<file path="config.mk">
export PLATFORM = sky130hd
export DESIGN_NAME = h2d_frame_scheduler
export DESIGN_NICKNAME = d
export VERILOG_FILES = /design/src/source/sata_bridge_pkg.sv /design/src/source/h2d_frame_scheduler.sv
export VERILOG_INCLUDE_DIRS = /design/src /design/src/source
export SDC_FILE = /design/constraint.sdc
export NUM_CORES = 1
export LEC_CHECK = 0
export ABC_CLOCK_PERIOD_IN_PS = 1200
export BUFFER_PORTS_ARGS = -buffer_cell sky130_fd_sc_hd__buf_4
export CELL_PAD_IN_SITES_DETAIL_PLACEMENT = 1
export CELL_PAD_IN_SITES_GLOBAL_PLACEMENT = 2
export CORE_AREA = 2 2 39 41
export DETAILED_ROUTE_END_ITERATION = 6
export DIE_AREA = 0 0 41 43
export GPL_TIMING_DRIVEN = 0
export PLACE_DENSITY = 0.95
export SLEW_MARGIN = 10
export SYNTH_ARGS = -nofsm -noshare
export SYNTH_HDL_FRONTEND = slang
export SYNTH_SLANG_ARGS = --single-unit
</file>
<file path="constraint.sdc">
create_clock -name clk -period 1.2 [get_ports clk]
set_input_delay 0.24 -clock clk [delete_from_list [all_inputs] [get_ports clk]]
set_output_delay 0.24 -clock clk [all_outputs]
set_load 0.05 [all_outputs]
</file>
<file path="src/source/sata_bridge_settings.svh">
// SATA transport bridge settings
// FIFO geometry, dword and mask widths, and the fill thresholds
// used by the transmit scheduler and the receive tagger

`ifndef SATA_BRIDGE_SETTINGS_SVH
`define SATA_BRIDGE_SETTINGS_SVH

`default_nettype none

`define SATA_FIFO_ADDR_WIDTH  9    // 512 entries per FIFO
`define SATA_DWORD_WIDTH      32   // payload dword
`define SATA_MASK_WIDTH       2    // word mask, normally all ones

`define SATA_XMIT_START_FILL  64   // start frame before FIS last is in
`define SATA_H2D_READY_LIMIT  504  // h2d_ready low from here up
`define SATA_D2H_MANY_FILL    8    // d2h_many high from here up
`define SATA_D2H_BUSY_FILL    448  // throttle link from here up

`default_nettype wire

`endif

</file>
<file path="src/source/sata_bridge_pkg.sv">
// SATA transport bridge types
// FIFO entry layout, per-direction tag encodings, fill count
// and the receive event pulses coming from the link layer

`include "sata_bridge_settings.svh"
`default_nettype none

package sata_bridge_pkg;

    // one 36-bit FIFO entry with the tag on top
    typedef struct packed {
        logic [1:0]                    tag;   // h2d_tag_e or d2h_tag_e
        logic [`SATA_MASK_WIDTH-1:0]  mask;
        logic [`SATA_DWORD_WIDTH-1:0] data;
    } fifo_word_t;

    typedef enum logic [1:0] {
        H2D_FIS_DATA = 2'd0,  // body dword
        H2D_FIS_HEAD = 2'd1,  // first dword of FIS
        H2D_FIS_LAST = 2'd2   // closes the FIS
    } h2d_tag_e;

    typedef enum logic [1:0] {
        D2H_DMA      = 2'd0,  // body dword
        D2H_FIS_HEAD = 2'd1,  // first dword of FIS
        D2H_R_OK     = 2'd2,  // closing entry, data ignored
        D2H_R_ERR    = 2'd3   // closing entry after invalidate
    } d2h_tag_e;

    typedef logic [`SATA_FIFO_ADDR_WIDTH:0] fill_t;  // 0..512 inclusive

    // single-cycle pulses from link receive side
    typedef struct packed {
        logic start;       // before first dword
        logic done;        // good frame end
        logic invalidate;  // bad CRC or aborted frame
    } rx_events_t;

endpackage

`default_nettype wire

</file>
<file path="src/source/h2d_frame_scheduler.sv">
// Host-to-device frame scheduler
// Watches the host write side of the H2D FIFO. Once a FIS head is in,
// the frame request to the link goes up when the FIS last dword is
// written or enough dwords are buffered, and drops after the link ack.
// Also decodes ll_tx_last from the FIFO head and makes h2d_ready.

`include "sata_bridge_settings.svh"
`default_nettype none

module h2d_frame_scheduler
    import sata_bridge_pkg::*;
(
    input  logic       clk,
    input  logic       rst,
    input  fifo_word_t h2d_word,      // word being written by host
    input  logic       h2d_valid,
    input  fifo_word_t head_word,     // current FIFO head
    input  fill_t      fill,          // H2D FIFO fill
    input  logic       ll_frame_ack,  // one-cycle ack from link
    output logic       ll_frame_req,
    output logic       ll_tx_last,
    output logic       h2d_ready
);

    logic head_wr;     // FIS head written this cycle
    logic last_wr;     // FIS last written this cycle
    logic enough_fill;
    logic pending;     // FIS started, request not yet raised

    assign head_wr     = h2d_valid && (h2d_tag_e'(h2d_word.tag) == H2D_FIS_HEAD);
    assign last_wr     = h2d_valid && (h2d_tag_e'(h2d_word.tag) == H2D_FIS_LAST);
    assign enough_fill = fill >= fill_t'(`SATA_XMIT_START_FILL);

    // pending drops once the request is up
    always_ff @(posedge clk) begin
        if (rst || ll_frame_req) begin
            pending <= 1'b0;
        end else if (head_wr) begin
            pending <= 1'b1;
        end
    end

    // whole FIS buffered, or enough to keep the link fed
    always_ff @(posedge clk) begin
        if (rst) begin
            ll_frame_req <= 1'b0;
        end else if (pending && (last_wr || enough_fill)) begin
            ll_frame_req <= 1'b1;
        end else if (ll_frame_ack) begin
            ll_frame_req <= 1'b0;  // falls the cycle after ack
        end
    end

    assign ll_tx_last = h2d_tag_e'(head_word.tag) == H2D_FIS_LAST;   // head closes FIS
    assign h2d_ready  = fill < fill_t'(`SATA_H2D_READY_LIMIT);      // 8 slots of slack

    // link only acks a request that is outstanding
    frame_ack_with_req_a : assert property (
        @(posedge clk) disable iff (rst)
        ll_frame_ack |-> ll_frame_req
    ) else $error("h2d_frame_scheduler: ll_frame_ack without ll_frame_req");

endmodule

`default_nettype wire

</file>
==> results.json <==
{
  "status": "finished clean",
  "drive_above_1_share_pct": 63.6,
  "path_clk_slew_ns": 0.03,
  "synth_area_leaders": "dfxtp_1 37%, a31oi_1 11%, and3b_1 8.0%",
  "final_util_pct": 21.5,
  "share_seq_of_total_power_pct": 24.2,
  "grt.total_usage_pct": 6.21,
  "antenna_found_initial": 0,
  "die_h_um": 43,
  "finalHoldViolCount": 0,
  "layout_min_cycle_time_ns": 1.16,
  "detailedPlacementHpwl_um": 394,
  "area_delta_synth_final_pct": 174,
  "synth_fp_nets": 99,
  "fin_crit_sh_pct": 96.6,
  "crit_path_end_kind": "primary output",
  "core_area_mm2": 0.00138,
  "power_frac_comb_pct": 26.9,
  "worst_hold_slack_ns": 0.190,
  "ios": 89,
  "rsz0062_at_grt": "no",
  "die_area_mm2": 0.00176,
  "via_count": 180,
  "p_int_mw": 0.225,
  "synth_seq_cells": 2,
  "clock_latency_ns": 0.22,
  "cp-startpoint": "fill[6]",
  "grt_max_degree": 4,
  "clkSinkCount": 2,
  "netlist_area_um2": 109,
  "yosys.area.top_type_share_pct": 36.8,
  "htree_levels": 1,
  "path_max_fanout": 2,
  "rows": 14,
  "clock_power_share_pct": 48.9,
  "cts_buffers": 3,
  "p_sw_share_pct": 24.7,
  "grt_pass1_vias": 223,
  "cp_data_required_time_ns": 0.96,
  "drt.antenna.violating_nets": 0,
  "synth_top_area_cell": "dfxtp_1",
  "clock_skew_ns": 0.00265,
  "powerDensity_mw_per_mm2": 1000,
  "initial_core_util_pct": 7.87,
  "ys_seq_area_share_pct": 36.8,
  "yosysWarnings": 0,
  "power_switching_mw": 0.0738,
  "drv_cap": 0,
  "nets": 121,
  "clockBufferDepth": 2,
  "finalSetupViolCount": 0,
  "worstSetupPathType": "in2out",
  "synthCells": 13,
  "peakVddDrop_mv": 0.167,
  "grt_pass1_wl_um": 696,
  "grt-ovfl-total": 0,
  "viasPerCell": 3.67,
  "wl_um": 455,
  "drt_iter0_drc": 0,
  "yosysUniqueCellTypes": 11,
  "clockRootBuffer": "clkbuf_4",
  "cts_tree": "yes",
  "max_freq_mhz": 863,
  "portBuffers": 17,
  "drtPass1Iterations": 1,
  "leakage_nw": 0.141,
  "antennaDiodeCount": 0,
  "die_width_um": 41,
  "gp_congestion": 0.518,
  "min_from": "rst",
  "worstSetupStartpointType": "input port",
  "tightest_slew_ns": 0.141,
  "drc": 0,
  "cp_data_arrival_time_ns": 0.92,
  "timing.rr.start": "ll_frame_req$_SDFFE_PP0P_",
  "avgSynthCellArea_um2": 8.37,
  "hp-class": "in2reg",
  "slew_viol_final": 0,
  "slew_headroom_pct": 90.5,
  "routedWlPerCell_um": 9.29
}
[critical path, cell delays in order]
cell	delay, ns
buf_4	0.11
and4_1	0.21
a31oi_4	0.18
buf_6	0.17
[state kept, by name, summed over array words and instances (netlist names)]
| signal | cells |
|---|---|
| pending | 1 |
| ll_frame_req | 1 |
[worst paths after layout]
| path | end | slack, ns | depth (start not counted) |
|---|---|---|---|
| worst max-delay path | h2d_ready | 0.04 | 4 |
| worst min-delay path | ll_frame_req$_SDFFE_PP0P_ | 0.19 | 2 |
| worst max register to register | ll_frame_req$_SDFFE_PP0P_ | 0.57 | 2 |
| worst min register to register | pending$_SDFFE_PP0P_ | 0.45 | 1 |
[layer usage]
| layer | vias to the layer above | global-route usage [%] | routed length (um) |
|---|---|---|---|
| li1 | 90 | - | - |
| met1 | 77 | 5.10 | 150 |
| met2 | 13 | 9.38 | 225 |
| met3 | 0 | 2.09 | 79 |
| met4 | 0 | 8.00 | 0 |
| met5 | - | 0 | 0 |
[cell type report]
type,instances,area [um^2]
clock buffer,3,22.5
fill,176,1090
inverter,1,3.75
multi-input combinational,10,80.1
sequential,2,40.0
tap,16,20.0
timing repair buffer,17,131
[what timing repair did]
action,CTS,global route
hold buffers,0,0
buffers inserted,0,0
gates resized for setup,0,1
setup endpoints to repair,0,1
[cell usage after synthesis]
library cell  instances
dfxtp_1               2
and3b_1               1
a31oi_1               2
o21ai_1               1
a21oi_1               1
nor3_1                1
and4_1                1
or4_1                 1
nor2b_1               1
inv_1                 1
nand2b_1              1
[cell usage in the layout (no fill, tap or decap), drive strengths merged]
| cell type | instances |
|---|---|
| nor3 | 1 |
| o21ai | 1 |
| a21oi | 1 |
| or4 | 1 |
| inv | 1 |
| clkbuf | 3 |
| nor2b | 1 |
| dfxtp | 2 |
| and3b | 1 |
| and4 | 1 |
| buf | 17 |
| a31oi | 2 |
| nand2b | 1 |
[power by group through the flow]
stage          clock [mW]  combinational, mW  sequential [mW]
3_3_place_gp            0             0.0791           0.0731
4_1_cts             0.157             0.0804           0.0723
2_1_floorplan           0             0.0257           0.0779
6_report            0.146             0.0804           0.0723
3_5_place_dp            0             0.0802           0.0731
5_1_grt             0.155             0.0875           0.0726
[stage by stage]
stage,TNS (ns),cells,setup WS [ns],area [um^2],power [mW]
4_1_cts,0,49,0.00584,294,0.310
3_3_place_gp,-0.0606,46,-0.0606,272,0.152
3_5_place_dp,-0.0471,46,-0.0471,272,0.153
5_1_grt,0,49,0.0196,298,0.315
2_1_floorplan,0,13,0.0126,124,0.104
6_report,0,49,0.0411,298,0.299
[cells by family (layout without fill, tap and decap cells)]
kind of cell	Yosys count	in the layout	share of synthesized area, %
buffers and inverters	1	21	3.44
AOI/OAI and AO/OA	4	4	20.7
and+or+nand+nor	6	6	39.1
DFF	2	2	36.8
(Power assumes the default switching activity.)
