$ cat src/source/sata_bridge_settings.svh
// SATA transport bridge settings
// FIFO geometry, dword and mask widths, and the fill thresholds
// used by the transmit scheduler and the receive tagger

`ifndef SATA_BRIDGE_SETTINGS_SVH
`define SATA_BRIDGE_SETTINGS_SVH

`default_nettype none

`define SATA_FIFO_ADDR_WIDTH  9    // 512 entries per FIFO
`define SATA_DWORD_WIDTH      32   // payload dword
`define SATA_MASK_WIDTH       2    // word mask, normally all ones

`define SATA_XMIT_START_FILL  64   // start frame before FIS last is in
`define SATA_H2D_READY_LIMIT  504  // h2d_ready low from here up
`define SATA_D2H_MANY_FILL    8    // d2h_many high from here up
`define SATA_D2H_BUSY_FILL    448  // throttle link from here up

`default_nettype wire

`endif

$ cat src/source/sata_bridge_pkg.sv
// SATA transport bridge types
// FIFO entry layout, per-direction tag encodings, fill count
// and the receive event pulses coming from the link layer

`include "sata_bridge_settings.svh"
`default_nettype none

package sata_bridge_pkg;

    // one 36-bit FIFO entry with the tag on top
    typedef struct packed {
        logic [1:0]                    tag;   // h2d_tag_e or d2h_tag_e
        logic [`SATA_MASK_WIDTH-1:0]  mask;
        logic [`SATA_DWORD_WIDTH-1:0] data;
    } fifo_word_t;

    typedef enum logic [1:0] {
        H2D_FIS_DATA = 2'd0,  // body dword
        H2D_FIS_HEAD = 2'd1,  // first dword of FIS
        H2D_FIS_LAST = 2'd2   // closes the FIS
    } h2d_tag_e;

    typedef enum logic [1:0] {
        D2H_DMA      = 2'd0,  // body dword
        D2H_FIS_HEAD = 2'd1,  // first dword of FIS
        D2H_R_OK     = 2'd2,  // closing entry, data ignored
        D2H_R_ERR    = 2'd3   // closing entry after invalidate
    } d2h_tag_e;

    typedef logic [`SATA_FIFO_ADDR_WIDTH:0] fill_t;  // 0..512 inclusive

    // single-cycle pulses from link receive side
    typedef struct packed {
        logic start;       // before first dword
        logic done;        // good frame end
        logic invalidate;  // bad CRC or aborted frame
    } rx_events_t;

endpackage

`default_nettype wire

$ cat src/source/d2h_fis_tagger.sv
// Device-to-host FIS tagger
// Tags each received dword for the D2H FIFO: first dword of a FIS as
// head, the rest as data. After done, or the delayed invalidate, one
// closing R_OK or R_ERR entry with zero payload is pushed.
// Makes d2h_many for the host and ll_rx_busy for the link.

`include "sata_bridge_settings.svh"
`default_nettype none

module d2h_fis_tagger
    import sata_bridge_pkg::*;
(
    input  logic                          clk,
    input  logic                          rst,
    input  logic [`SATA_DWORD_WIDTH-1:0] ll_rx_data,
    input  logic [`SATA_MASK_WIDTH-1:0]  ll_rx_mask,
    input  logic                          ll_rx_valid,   // one dword per cycle
    input  rx_events_t                    ll_rx_events,
    input  fill_t                         fill,          // D2H FIFO fill
    output logic                          wr,            // D2H FIFO push
    output fifo_word_t                    wr_word,
    output logic                          d2h_many,
    output logic                          ll_rx_busy
);

    d2h_tag_e rx_tag;        // tag for the next entry
    logic     invalidate_r;  // lets the last dword through first
    logic     fis_end;
    logic     close_r;       // push closing entry now

    assign fis_end = ll_rx_events.done || invalidate_r;

    always_ff @(posedge clk) begin
        if (rst) begin
            invalidate_r <= 1'b0;
        end else begin
            invalidate_r <= ll_rx_events.invalidate;
        end
    end

    // head -> data -> R_OK / R_ERR
    always_ff @(posedge clk) begin
        if (rst || ll_rx_events.start) begin
            rx_tag <= D2H_FIS_HEAD;
        end else if (ll_rx_valid) begin
            rx_tag <= D2H_DMA;
        end else if (fis_end) begin
            rx_tag <= invalidate_r ? D2H_R_ERR : D2H_R_OK;
        end
    end

    // once per FIS, only after body data
    always_ff @(posedge clk) begin
        if (rst) begin
            close_r <= 1'b0;
        end else begin
            close_r <= fis_end && (rx_tag == D2H_DMA);
        end
    end

    assign wr           = ll_rx_valid || close_r;
    assign wr_word.tag  = rx_tag;
    assign wr_word.mask = close_r ? '0 : ll_rx_mask;   // closing entry carries no payload
    assign wr_word.data = close_r ? '0 : ll_rx_data;

    assign d2h_many   = fill >= fill_t'(`SATA_D2H_MANY_FILL);
    assign ll_rx_busy = fill >= fill_t'(`SATA_D2H_BUSY_FILL);   // link throttles

    // link must be quiet when the FIS is closed
    close_not_with_data_a : assert property (
        @(posedge clk) disable iff (rst)
        close_r |-> !ll_rx_valid
    ) else $error("d2h_fis_tagger: closing entry collides with ll_rx_valid");

endmodule

`default_nettype wire

$ cat config.mk
export PLATFORM = sky130hd
export DESIGN_NAME = d2h_fis_tagger
export DESIGN_NICKNAME = d
export VERILOG_FILES = /design/src/source/sata_bridge_pkg.sv /design/src/source/d2h_fis_tagger.sv
export VERILOG_INCLUDE_DIRS = /design/src /design/src/source
export SDC_FILE = /design/constraint.sdc
export NUM_CORES = 1
export LEC_CHECK = 0
export BUFFER_PORTS_ARGS = -buffer_cell sky130_fd_sc_hd__buf_2
export CORE_MARGIN = 2
export CORE_UTILIZATION = 25
export CTS_BUF_LIST = sky130_fd_sc_hd__clkbuf_4 sky130_fd_sc_hd__clkbuf_8
export CTS_CLUSTER_SIZE = 14
export DETAILED_ROUTE_END_ITERATION = 10
export PLACE_DENSITY = 0.78
export SYNTH_ARGS = -nofsm -noshare
export SYNTH_HDL_FRONTEND = slang
export SYNTH_SLANG_ARGS = --single-unit
$ cat constraint.sdc
create_clock -name clk -period 1.4 [get_ports clk]
set_input_delay 0.07 -clock clk [delete_from_list [all_inputs] [get_ports clk]]
set_output_delay 0.07 -clock clk [all_outputs]
set_load 0.01 [all_outputs]
==> flow_summary_export.csv <==
group,metric,value,unit
outcome,status,"finished clean",
logic_synthesis,yosysUniqueCellTypes,13,
sta,rsz0062_at_grt,"no",
floorplan,die_w,46.21,um
global_routing,grt_use_total,13.07,%
floorplan,fp.dieH,46.21,um
critical_path,critPathSlowestCell,"dfxtp_1",
logic_synthesis,yosysTopAreaCell,"and2b_2",
logic_synthesis,netlist_top_cells_area,"and2b_2, dfxtp_1, and2b_1",
power_and_ir_drop,power_density,548.8,mW/mm^2
sta,slew_violations,0,
routing,vias_per_cell,4.036,
clock_network,clockBufferDepth,2,
critical_path,cp-end-kind,"output port",
global_routing,grt_max_degree,21,
global_routing,grt-ovfl-total,0,
routing,num_vias,670,
sta,timing.slew.headroom,83.09,%
logic_synthesis,netlist_area,445.4,um^2
floorplan,initial_utilization,26.08,%
routing,detail-route-antenna-nets,0,
sta,setup_viol,0,
logic_synthesis,syn_area_per_cell,8.249,um^2
global_routing,grt.busiest_layer,"met2",
run,drv_cap,0,
clock_network,post_cts_resized,0,
finish,area_growth,108.4,%
floorplan,die_area,0.002135,mm^2
global_routing,use_met2,24.17,%
routing,first_pass_iters,4,
clock_network,hold_buffers,0,
place,hpwlAfterDp,1367,um
sta,finalSetupTns,0,ps
clock_network,clk_pin_slew,40,ps
sta,whs,13.97,ps
logic_synthesis,yosys_warnings,0,
place,place.port_buffers,85,
logic_synthesis,yosysSeqAreaShare,17.98,%
global_routing,grt_pass1_vias,491,
sta,tightestPinTransition,251.3,ps
critical_path,worstPathRequired,1330,ps
sta,timing.fmax,831.0,MHz
floorplan,core-area,0.001708,mm^2
critical_path,cp_max_fo,15,
logic_synthesis,ys_ff_latch,4,
place,gp_congestion,0.6519,
global_routing,use_met1,13.95,%
routing,first_iter_violations,2,
logic_synthesis,synth_nets,104,
power_and_ir_drop,leakage,0.5413,nW
finish,drive_above_1_share,79.43,%
finish,insertedDiodeCount,0,
logic_synthesis,synth_top_area_share,39.33,%
floorplan,fp-row-count,15,
logic_synthesis,syn-instance-count,54,
clock_network,h-tree-depth,1,
hold_path,hold_class,"input port to register",
clock_network,root_buffer,"clkbuf_4",
routing,wl,1547,um
sta,hold_violations,0,
global_routing,antenna_found_initial,0,
routing,wl_per_cell,9.319,um
critical_path,reg2reg_slack,360,ps
critical_path,path_cells,"buf_4, or2_2, buf_2",
critical_path,crit_arrival,1130,ps
floorplan,num_io_pins,89,
critical_path,max_stage_delay,300,ps
routing,drc_errors,0,
finish,fill_cells,173,
clock_network,cts_buffers,3,
global_routing,grt_pass1_wl,2042,um
clock_network,clk_latency,240,ps
clock_network,cts_tree,"yes",
sta,fin_crit_sh,85.95,%
finish,nets,193,
global_routing,met3_usage,1.961,%
critical_path,critPathLaunchType,"register",
sta,min_period,1203,ps
clock_network,postCtsSetupBuffers,0,
critical_path,crit_buf_inv,2,
critical_path,crit_family,"buffers and inverters",
clock_network,cts_sinks,4,
sta,finClkSkew,0.7730,ps
power_and_ir_drop,ir_drop,0.0005923,V
critical_path,path_class,"register to output port",
cell families (layout without fill, tap and decap cells):
group	Yosys count	after routing	synth area share, %
AOI/OAI and AO/OA	1	1	1.967
DFF	4	4	17.98
and+or+nand+nor	46	46	77.53
buffers and inverters	3	90	2.528
final timing paths:
check	from	endpoint	cells after the start
min reg2reg	rx_tag[0]	close_r	1
min	ll_rx_events[2]	rx_tag[1]	2
max reg2reg	rx_tag[0]	rx_tag[0]	2
max	close_r	wr	3
layout make-up:
type / count / area, um^2 / share of cell area, %
sequential: 4 / 80.08 / 8.625
tap: 25 / 31.28 / 3.369
clock buffer: 3 / 22.52 / 2.426
timing repair buffer: 87 / 440.4 / 47.44
multi-input combinational: 47 / 354.1 / 38.14
cells in the mapped netlist:
cell       n
and2b_1   10
clkbuf_1   3
or2_2      1
dfxtp_1    4
nor2b_1    6
or4_1      1
nand2_1    1
a31o_2     1
and2b_2   20
nor2_1     1
nor3b_1    1
nor3_1     2
nor4_1     3
stage by stage:
| step | util [%] | setup WS [ps] | cell area [um^2] | power (mW) | cells |
|---|---|---|---|---|---|
| 3_3_place_gp | 53.04 | 399.4 | 905.9 | 0.3614 | 163 |
| 2_1_floorplan | - | 368.6 | 445.4 | 0.2350 | 54 |
| 6_report | 54.36 | 196.7 | 928.4 | 0.5095 | 166 |
| 3_5_place_dp | 53.04 | 359.1 | 905.9 | 0.3669 | 163 |
| 4_1_cts | 54.36 | 184.5 | 928.4 | 0.5181 | 166 |
| 5_1_grt | 54.36 | 155.2 | 928.4 | 0.5476 | 166 |
report_power, final:
part / leakage, nW / internal (mW) / switching, mW
logic: 0.495 / 0.140 / 0.0995
clock network: 0.0138 / 0.0961 / 0.0507
registers: 0.0329 / 0.120 / 0.00338
total: 0.541 / 0.356 / 0.154
worst reg2reg max path, delay by kind of cell (launching register included):
kind,cells,cell delay (ps)
flops,1,310
simple gates,2,610
routing by layer:
metal | vias up | share of wire, %
met5 | - | 0
met4 | 0 | 1.4
met3 | 2 | 9.5
met2 | 42 | 52
met1 | 278 | 36
li1 | 348 | -
state kept, by name (all words and copies together), names as in the netlist:
name,count
close_r,1
rx_tag,2
invalidate_r,1
cells in the final DEF, fill, tap and decap left out:
| cell type | synthesis | routed |
|---|---|---|
| and2b_2 | 20 | 20 |
| nor2b_1 | 6 | 6 |
| a31o_2 | 1 | 1 |
| dfxtp_1 | 4 | 4 |
| nor3b_1 | 1 | 1 |
| nand2_1 | 1 | 1 |
| and2b_1 | 10 | 10 |
| nor4_1 | 3 | 3 |
| buf_2 | 0 | 85 |
| nor3_1 | 2 | 2 |
| nor2_1 | 1 | 1 |
| clkbuf_4 | 0 | 3 |
| or2_2 | 1 | 1 |
| buf_4 | 0 | 2 |
| or4_1 | 1 | 1 |
Power figures use the tool's default switching activity.
